--- src/sipo_pkg.sv ---
package sipo_pkg;

    //////////////////////////////////////////////////
    // Sizes
    //////////////////////////////////////////////////

    // Width of each real or imaginary part
    localparam int DATA_WIDTH    = 8;

    // Default PE count, one chain stage per PE
    localparam int PE_NUM_DEF    = 4;

    // Default registers per stage
    localparam int REG_DEPTH_DEF = 4;

    // Six guard bits cover a chain of up to 64 samples
    localparam int ACC_WIDTH     = DATA_WIDTH + 6;

    //////////////////////////////////////////////////
    // Payload and control types
    //////////////////////////////////////////////////

    // Complex input sample
    typedef struct packed {
        logic signed [DATA_WIDTH-1:0] re;
        logic signed [DATA_WIDTH-1:0] im;
    } cplx_t;

    // Complex accumulator, one per PE
    typedef struct packed {
        logic signed [ACC_WIDTH-1:0] re;
        logic signed [ACC_WIDTH-1:0] im;
    } acc_t;

    // Sequencer to chain and PE array
    typedef struct packed {
        logic load;      // High for the whole load phase
        logic pass_end;  // Last enabled recirculate cycle
    } seq_ctrl_t;

endpackage
--- src/sipo_top.sv ---
`timescale 1ns/1ps

module sipo_top #(
    parameter int PE_NUM    = sipo_pkg::PE_NUM_DEF,
    parameter int REG_DEPTH = sipo_pkg::REG_DEPTH_DEF
) (
    input  logic                         clk,
    input  logic                         arst_n,
    input  logic                         en,
    input  sipo_pkg::cplx_t              s_in,
    output sipo_pkg::cplx_t [PE_NUM-1:0] taps,
    output sipo_pkg::acc_t [PE_NUM-1:0]  sums,
    output logic                         sums_valid
);

    import sipo_pkg::*;

    // Phase control shared by chain and PEs
    seq_ctrl_t ctrl;

    //////////////////////////////////////////////////
    // Producer, buffer, consumer
    //////////////////////////////////////////////////

    frame_sequencer #(
        .PE_NUM    (PE_NUM),
        .REG_DEPTH (REG_DEPTH)
    ) u_frame_sequencer (
        .clk    (clk),
        .arst_n (arst_n),
        .en     (en),
        .ctrl   (ctrl)
    );

    // Tap vector also goes to the top output
    sipo_y #(
        .PE_NUM    (PE_NUM),
        .REG_DEPTH (REG_DEPTH)
    ) u_sipo_y (
        .clk    (clk),
        .arst_n (arst_n),
        .en     (en),
        .ctrl   (ctrl),
        .s_in   (s_in),
        .taps   (taps)
    );

    pe_array #(
        .PE_NUM (PE_NUM)
    ) u_pe_array (
        .clk        (clk),
        .arst_n     (arst_n),
        .en         (en),
        .ctrl       (ctrl),
        .taps       (taps),
        .sums       (sums),
        .sums_valid (sums_valid)
    );

endmodule

--- src/pe_array.sv ---
`timescale 1ns/1ps

module pe_array #(
    parameter int PE_NUM = sipo_pkg::PE_NUM_DEF
) (
    input  logic                        clk,
    input  logic                        arst_n,
    input  logic                        en,
    input  sipo_pkg::seq_ctrl_t         ctrl,
    input  sipo_pkg::cplx_t [PE_NUM-1:0] taps,
    output sipo_pkg::acc_t [PE_NUM-1:0]  sums,
    output logic                        sums_valid
);

    import sipo_pkg::*;

    //////////////////////////////////////////////////
    // Complex helpers
    //////////////////////////////////////////////////

    // Sign-extend a sample to accumulator width
    function automatic acc_t widen(cplx_t s);
        acc_t r;
        r.re = {{(ACC_WIDTH - DATA_WIDTH){s.re[DATA_WIDTH-1]}}, s.re};
        r.im = {{(ACC_WIDTH - DATA_WIDTH){s.im[DATA_WIDTH-1]}}, s.im};
        return r;
    endfunction

    // Part-wise complex add
    function automatic acc_t acc_add(acc_t a, acc_t b);
        acc_t r;
        r.re = a.re + b.re;
        r.im = a.im + b.im;
        return r;
    endfunction

    // Running sums and their next values
    acc_t acc      [PE_NUM];
    acc_t acc_next [PE_NUM];
    logic acc_step;

    // Accumulate only on enabled recirculate cycles
    assign acc_step = en & ~ctrl.load;

    always_comb begin
        for (int i = 0; i < PE_NUM; i++) begin
            acc_next[i] = acc_add(acc[i], widen(taps[i]));
        end
    end

    //////////////////////////////////////////////////
    // Accumulators
    //////////////////////////////////////////////////

    always_ff @(posedge clk or negedge arst_n) begin
        if (!arst_n) begin
            for (int i = 0; i < PE_NUM; i++) begin
                acc[i] <= '0;
            end
        end else if (acc_step) begin
            for (int i = 0; i < PE_NUM; i++) begin
                if (ctrl.pass_end) begin
                    // Start clean for the next pass
                    acc[i] <= '0;
                end else begin
                    acc[i] <= acc_next[i];
                end
            end
        end
    end

    //////////////////////////////////////////////////
    // Result latch and strobe
    //////////////////////////////////////////////////

    // Final sum includes the tap of the last cycle
    always_ff @(posedge clk) begin
        if (ctrl.pass_end) begin
            for (int i = 0; i < PE_NUM; i++) begin
                sums[i] <= acc_next[i];
            end
        end
    end

    // pass_end already qualified by en, so one clock wide
    always_ff @(posedge clk or negedge arst_n) begin
        if (!arst_n) begin
            sums_valid <= 1'b0;
        end else begin
            sums_valid <= ctrl.pass_end;
        end
    end

endmodule

--- src/sipo_y.sv ---
`timescale 1ns/1ps

module sipo_y #(
    parameter int PE_NUM    = sipo_pkg::PE_NUM_DEF,
    parameter int REG_DEPTH = sipo_pkg::REG_DEPTH_DEF
) (
    input  logic                         clk,
    input  logic                         arst_n,
    input  logic                         en,
    input  sipo_pkg::seq_ctrl_t          ctrl,
    input  sipo_pkg::cplx_t              s_in,
    output sipo_pkg::cplx_t [PE_NUM-1:0] taps
);

    import sipo_pkg::*;

    // Chain head and per-stage outputs
    cplx_t head;
    cplx_t stage_out [PE_NUM];

    //////////////////////////////////////////////////
    // Head multiplexer
    //////////////////////////////////////////////////

    // Unregistered, keeps sample and phase on the same cycle
    always_comb begin
        if (ctrl.load) begin
            head = s_in;
        end else begin
            // Tail wraps back to the head
            head = stage_out[PE_NUM-1];
        end
    end

    //////////////////////////////////////////////////
    // Stage chain
    //////////////////////////////////////////////////

    for (genvar i = 0; i < PE_NUM; i++) begin : g_stage
        if (i == 0) begin : g_first
            // First stage fed from the head mux
            srl #(
                .DEPTH (REG_DEPTH)
            ) u_srl (
                .clk    (clk),
                .arst_n (arst_n),
                .ce     (en),
                .din    (head),
                .dout   (stage_out[i])
            );
        end else begin : g_next
            // Fed from the previous stage
            srl #(
                .DEPTH (REG_DEPTH)
            ) u_srl (
                .clk    (clk),
                .arst_n (arst_n),
                .ce     (en),
                .din    (stage_out[i-1]),
                .dout   (stage_out[i])
            );
        end
    end

    // One tap per PE, straight from stage registers
    always_comb begin
        for (int i = 0; i < PE_NUM; i++) begin
            taps[i] = stage_out[i];
        end
    end

endmodule

--- src/frame_sequencer.sv ---
`timescale 1ns/1ps

module frame_sequencer #(
    parameter int PE_NUM    = sipo_pkg::PE_NUM_DEF,
    parameter int REG_DEPTH = sipo_pkg::REG_DEPTH_DEF
) (
    input  logic                clk,
    input  logic                arst_n,
    input  logic                en,
    output sipo_pkg::seq_ctrl_t ctrl
);

    // Counter widths, at least one bit each
    localparam int REG_CNT_W = (REG_DEPTH > 1) ? $clog2(REG_DEPTH) : 1;
    localparam int PE_CNT_W  = (PE_NUM > 1) ? $clog2(PE_NUM) : 1;

    // Terminal counts
    localparam logic [REG_CNT_W-1:0] REG_LAST = REG_CNT_W'(REG_DEPTH - 1);
    localparam logic [PE_CNT_W-1:0]  PE_LAST  = PE_CNT_W'(PE_NUM - 1);

    logic [REG_CNT_W-1:0] reg_cnt;
    logic [PE_CNT_W-1:0]  pe_cnt;
    logic                 recirc;    // 0 load, 1 recirculate
    logic                 reg_wrap;
    logic                 pe_wrap;

    assign reg_wrap = (reg_cnt == REG_LAST);
    assign pe_wrap  = (pe_cnt == PE_LAST);

    //////////////////////////////////////////////////
    // Nested counters and phase bit
    //////////////////////////////////////////////////

    // Inner count runs over stage registers, outer over PEs
    always_ff @(posedge clk or negedge arst_n) begin
        if (!arst_n) begin
            reg_cnt <= '0;
            pe_cnt  <= '0;
            recirc  <= 1'b0;
        end else if (en) begin
            if (reg_wrap) begin
                reg_cnt <= '0;
                if (pe_wrap) begin
                    // Chain length reached, flip phase
                    pe_cnt <= '0;
                    recirc <= ~recirc;
                end else begin
                    pe_cnt <= pe_cnt + PE_CNT_W'(1);
                end
            end else begin
                reg_cnt <= reg_cnt + REG_CNT_W'(1);
            end
        end
    end

    // Phase outputs
    always_comb begin
        ctrl.load     = ~recirc;
        // Only on an enabled cycle, so a stall holds it off
        ctrl.pass_end = recirc & reg_wrap & pe_wrap & en;
    end

endmodule

--- src/srl.sv ---
`timescale 1ns/1ps

module srl #(
    parameter int DEPTH = sipo_pkg::REG_DEPTH_DEF
) (
    input  logic            clk,
    input  logic            arst_n,
    input  logic            ce,
    input  sipo_pkg::cplx_t din,
    output sipo_pkg::cplx_t dout
);

    import sipo_pkg::*;

    // Delay line, entry 0 newest
    cplx_t sr [DEPTH];

    always_ff @(posedge clk or negedge arst_n) begin
        if (!arst_n) begin
            for (int i = 0; i < DEPTH; i++) begin
                sr[i] <= '0;
            end
        end else if (ce) begin
            sr[0] <= din;
            // Shift toward the tail
            for (int i = 1; i < DEPTH; i++) begin
                sr[i] <= sr[i-1];
            end
        end
    end

    // Oldest entry
    assign dout = sr[DEPTH-1];

endmodule

--- config.mk ---
export PLATFORM = sky130hd
export DESIGN_NAME = sipo_top
export DESIGN_NICKNAME = d
export VERILOG_FILES = /design/src/sipo_pkg.sv /design/src/sipo_top.sv /design/src/pe_array.sv /design/src/sipo_y.sv /design/src/frame_sequencer.sv /design/src/srl.sv
export SDC_FILE = /design/constraint.sdc
export NUM_CORES = 1
export LEC_CHECK = 0
export BUFFER_PORTS_ARGS = -buffer_cell sky130_fd_sc_hd__buf_2
export CORE_ASPECT_RATIO = 0.5
export CORE_MARGIN = 3
export CORE_UTILIZATION = 55
export CTS_CLUSTER_SIZE = 8
export DETAILED_ROUTE_END_ITERATION = 10
export GPL_TIMING_DRIVEN = 0
export MAX_ROUTING_LAYER = met4
export PLACE_DENSITY = 0.81
export SYNTH_ARGS = -nofsm -noshare
export SYNTH_HDL_FRONTEND = slang
export SYNTH_SLANG_ARGS = --single-unit
--- constraint.sdc ---
create_clock -name clk -period 8.84 [get_ports clk]
set_input_delay 0.884 -clock clk [delete_from_list [all_inputs] [get_ports clk]]
set_output_delay 0.884 -clock clk [all_outputs]
set_load 0.02 [all_outputs]
==> reports/results.tsv <==
stage	metric	value	unit
run_status	outcome	completed	
layout	# diodes	0	
routing	WL per Instance	22.5	µm
routing	routed via count	16500	
routing	via/cell ratio	5.95	
setup_path	CP Capture Type	flip-flop	
sta	Hold Fails Final Rpt	0	
layout	final design utilization	66.1	%
pwr	Worst VDD drop	0.000194	V
setup_path	critical path type	input port to flip-flop	
global_route	initial antenna violation count	1	
cts	CTS Hold Buffers Added	0	
place	dpl hpwl	43100	µm
setup_path	Stages on worst setup path	6	
floorplanning	core area	41200	µm²
setup_path	worst reg-to-reg path cell count	6	
setup_path	Bufs and invs on worst path	4	
sta	total count of max-transition violations in the final report	0	
pwr	pwr dens	459	nW/µm²
setup_path	CP max stage cell	and2_4	
routing	DRC violations left	0	
yosys	number of synthesized register bits	486	
yosys	Mean Syn Cell Area	12.3	µm²
cts	Post-CTS Resized	0	
yosys	Netlist cell types	66	
routing	DRT antenna net count	0	
floorplanning	initial core utilization	56.8	%
yosys	dominant synthesized flop cell	dfrtp_1	
sta	# setup viols final	0	
cts	Worst-Skew Late Latency	0.61	ns
setup_path	critical-path maximum fanout	58	
yosys	yosys warns	0	
setup_path	crit path from	en	
floorplanning	I/O pins	196	
hold_path	Hold Path Class	input port to async pin	
global_route	global route overflow	0	
place	I/O Buffers	194	
setup_path	R2R Setup Slk	5.68	ns
sta	Clock Skew	0.0231	ns
layout	area delta synth->final	16.5	%
cts	Clk pin slew, worst setup/hold paths	0.05	ns
setup_path	CP required	9.10	ns
cts	Num CTS Buffers	70	
sta	RSZ-0062 raised after global routing	false	
sta	setup TNS	0	ns
setup_path	RR Startpoint	u_frame_sequencer.pe_cnt[0]	
layout	fraction of layout cells with a size suffix above 1	29.7	%
global_route	global-route wire length before repair	95500	µm
setup_path	Worst path most repeated cell	buf_2	
setup_path	startpoint types	input port	
cts	Clock Sinks	486	
sta	Final Cycle Share	36.2	%
yosys	Post-Syn Area	23400	µm²
setup_path	Critical path destination	u_pe_array.sums[25]	
place	routability cong.	0.944	
routing	WL final	62400	µm
flow_run	MaxCap Viol Count	0	
yosys	Post-synth EDFFs	112	
routing	initial DRC count	1400	
layout	Filler Cell Count	2922	
setup_path	CP arrival	3.45	ns
cts	Root Buffer	clkbuf_16	
setup_path	crit-path leading delay family	buffers and inverters	
global_route	Global Route Usage Sum	28.6	%
routing	TritonRoute pass-1 iters	6	
pwr	Total Power	12.5	mW
layout	Final #Nets	2301	
cts	Post-CTS Setup Bufs	0	
cts	TritonCTS clock tree	done	
sta	Achievable Freq	0.313	GHz
floorplanning	DIE AREA	45200	µm²
layout	area of the multi-input gates	9530	µm²
setup_path	RR Endpoint	u_pe_array.sums[25]	
yosys	synthesized instance count	1898	
global_route	largest net degree at the start of global routing	128	
setup_path	CP Cell Sequence	buf_2 -> and3_1 -> buf_2 -> buf_1 -> and2_4 -> buf_16	
setup_path	Max stage delay on crit path	0.79	ns
floorplanning	chip height	152	µm
floorplanning	# rows	52	
pwr	Pleak	11.9	nW
sta	post-route minimum period	3.20	ns
cts	H-tree Lvls	3	
floorplanning	Die X	298	µm
place	pre-CTS WS	5.06	ns
sta	worst slew pin tran	0.890	ns
layout	register area	12700	µm²
sta	worst hold margin	0.162	ns
sta	final worst-path setup slack	5.64	ns
global_route	vias in the first global route	16700	
sta	max_slew headroom	40.7	%
yosys	syn_nets	2031	
yosys	FFs w/ async S/R, synth	77.0	%
yosys	register area share after synthesis	54.4	%
cts	CTS max path bufs	3	
==> placed cells by master, fill, tap and decap left out, drive strengths merged, types with 6 or more instances in the layout <==
master | synthesis | routed
dfrtp | 374 | 374
buf | 117 | 315
mux2 | 233 | 233
nand2 | 132 | 132
clkbuf | 29 | 131
edfxtp | 112 | 112
a21oi | 109 | 109
ha | 106 | 106
o21ai | 78 | 78
xnor2 | 76 | 76
inv | 75 | 76
nor2 | 64 | 64
a22o | 63 | 63
a21o | 31 | 31
mux2i | 29 | 29
nand2b | 24 | 24
nand3 | 22 | 22
nor2b | 21 | 21
a31oi | 16 | 16
or3 | 15 | 15
xor2 | 15 | 15
nand4 | 15 | 15
nor3 | 15 | 15
o211ai | 14 | 14
o21bai | 12 | 12
a31o | 11 | 11
o31ai | 9 | 9
fa | 8 | 8
a221o | 7 | 7
o22ai | 6 | 6
a311oi | 6 | 6
a311o | 6 | 6
o311ai | 6 | 6
==> Yosys cell counts (all sizes together), types with 12 or more instances <==
cell type | instances | area [µm²]
a21oi | 109 | 579
clkbuf | 29 | 109
mux2 | 233 | 2620
xnor2 | 76 | 666
ha | 106 | 1330
a21o | 31 | 234
nor2 | 64 | 248
edfxtp | 112 | 3360
dfrtp | 374 | 9360
a22o | 63 | 552
o211ai | 14 | 110
inv | 75 | 282
nand4 | 15 | 93.8
nor3 | 15 | 80.1
nand2b | 24 | 150
a31oi | 16 | 100
mux2i | 29 | 290
xor2 | 15 | 131
buf | 117 | 734
nand3 | 22 | 110
or3 | 15 | 93.8
o21ai | 78 | 417
o21bai | 12 | 90.1
nor2b | 21 | 134
nand2 | 132 | 495
==> power by group <==
group,internal [mW],switching (mW),total (mW)
clock,1.49,1.01,2.51
sequential,3.39,0.859,4.25
combinational,2.52,3.22,5.74
total,7.41,5.09,12.5
==> worst register-to-register path: stages, from the launching register on <==
cell and delay (ns):
dfrtp_1 0.38, ha_1 0.22, and3_1 0.16, buf_2 0.21
buf_1 0.66, and2_4 0.80, buf_16 0.36
==> sequential cells by signal, summed over array words and instances, names as in the netlist, 2 cells and up <==
register / flops
u_frame_sequencer.reg_cnt: 2
u_sipo_y.g_stage.g_first.u_srl.sr: 48
u_sipo_y.g_stage.g_next.u_srl.dout: 48
u_pe_array.acc: 112
u_pe_array.sums: 112
u_sipo_y.g_stage.g_next.u_srl.sr: 144
u_sipo_y.g_stage.g_first.u_srl.dout: 16
u_frame_sequencer.pe_cnt: 2
==> kinds of logic after synthesis <==
| family | Yosys count | share of synthesized area (%) |
|---|---|---|
| AOI/OAI and AO/OA | 398 | 11.9 |
| xor gates and xnor gates | 92 | 3.51 |
| adders and majority gates | 114 | 6.36 |
| buffers and inverters | 221 | 4.81 |
| DFF | 486 | 54.4 |
| muxes | 262 | 12.5 |
| and+or+nand+nor | 325 | 6.54 |
==> area by class of cell <==
type,count,share of cell area [%]
Multi-Input combinational cell,1191,35.0
Timing Repair Buffer,198,4.01
Buffer,146,3.10
Inverter,75,1.03
Sequential cell,486,46.7
Tap cell,567,2.61
Clock inverter,6,0.524
Clock buffer,102,6.99
==> routing by layer <==
metal  up-vias  wire length [µm]  GRT usage [%]
met5         -                 0              -
met4         0              2540           11.9
met3       182              5550           6.51
met2       650             28400           44.1
met1      8308             25900           37.0
li1       7340                 -              -
==> metrics by stage <==
step	instance area [µm²]	cells
after floorplan	23400	1898
after global placement	25100	2659
after detailed placement	25200	2663
after CTS	27200	2771
after global routing	27200	2771
final	27200	2771
==> worst min path at each step <==
| stage | from | end | slack [ns] | depth (start not counted) |
|---|---|---|---|---|
| final | arst_n | u_sipo_y.g_stage[1].g_next.u_srl.sr[44] | 0.16 | 1 |
| after detailed placement | u_pe_array.acc[110] | u_pe_array.acc[110] | 0.46 | 2 |
| after floorplan | u_pe_array.acc[110] | u_pe_array.acc[110] | 0.44 | 2 |
| after global routing | arst_n | u_sipo_y.g_stage[1].g_next.u_srl.sr[27] | 0.16 | 1 |
| after global placement | u_pe_array.acc[110] | u_pe_array.acc[110] | 0.46 | 2 |
| after CTS | arst_n | u_sipo_y.g_stage[1].g_next.u_srl.sr[27] | 0.15 | 1 |
Note: power is estimated with default switching activity, not from simulation.
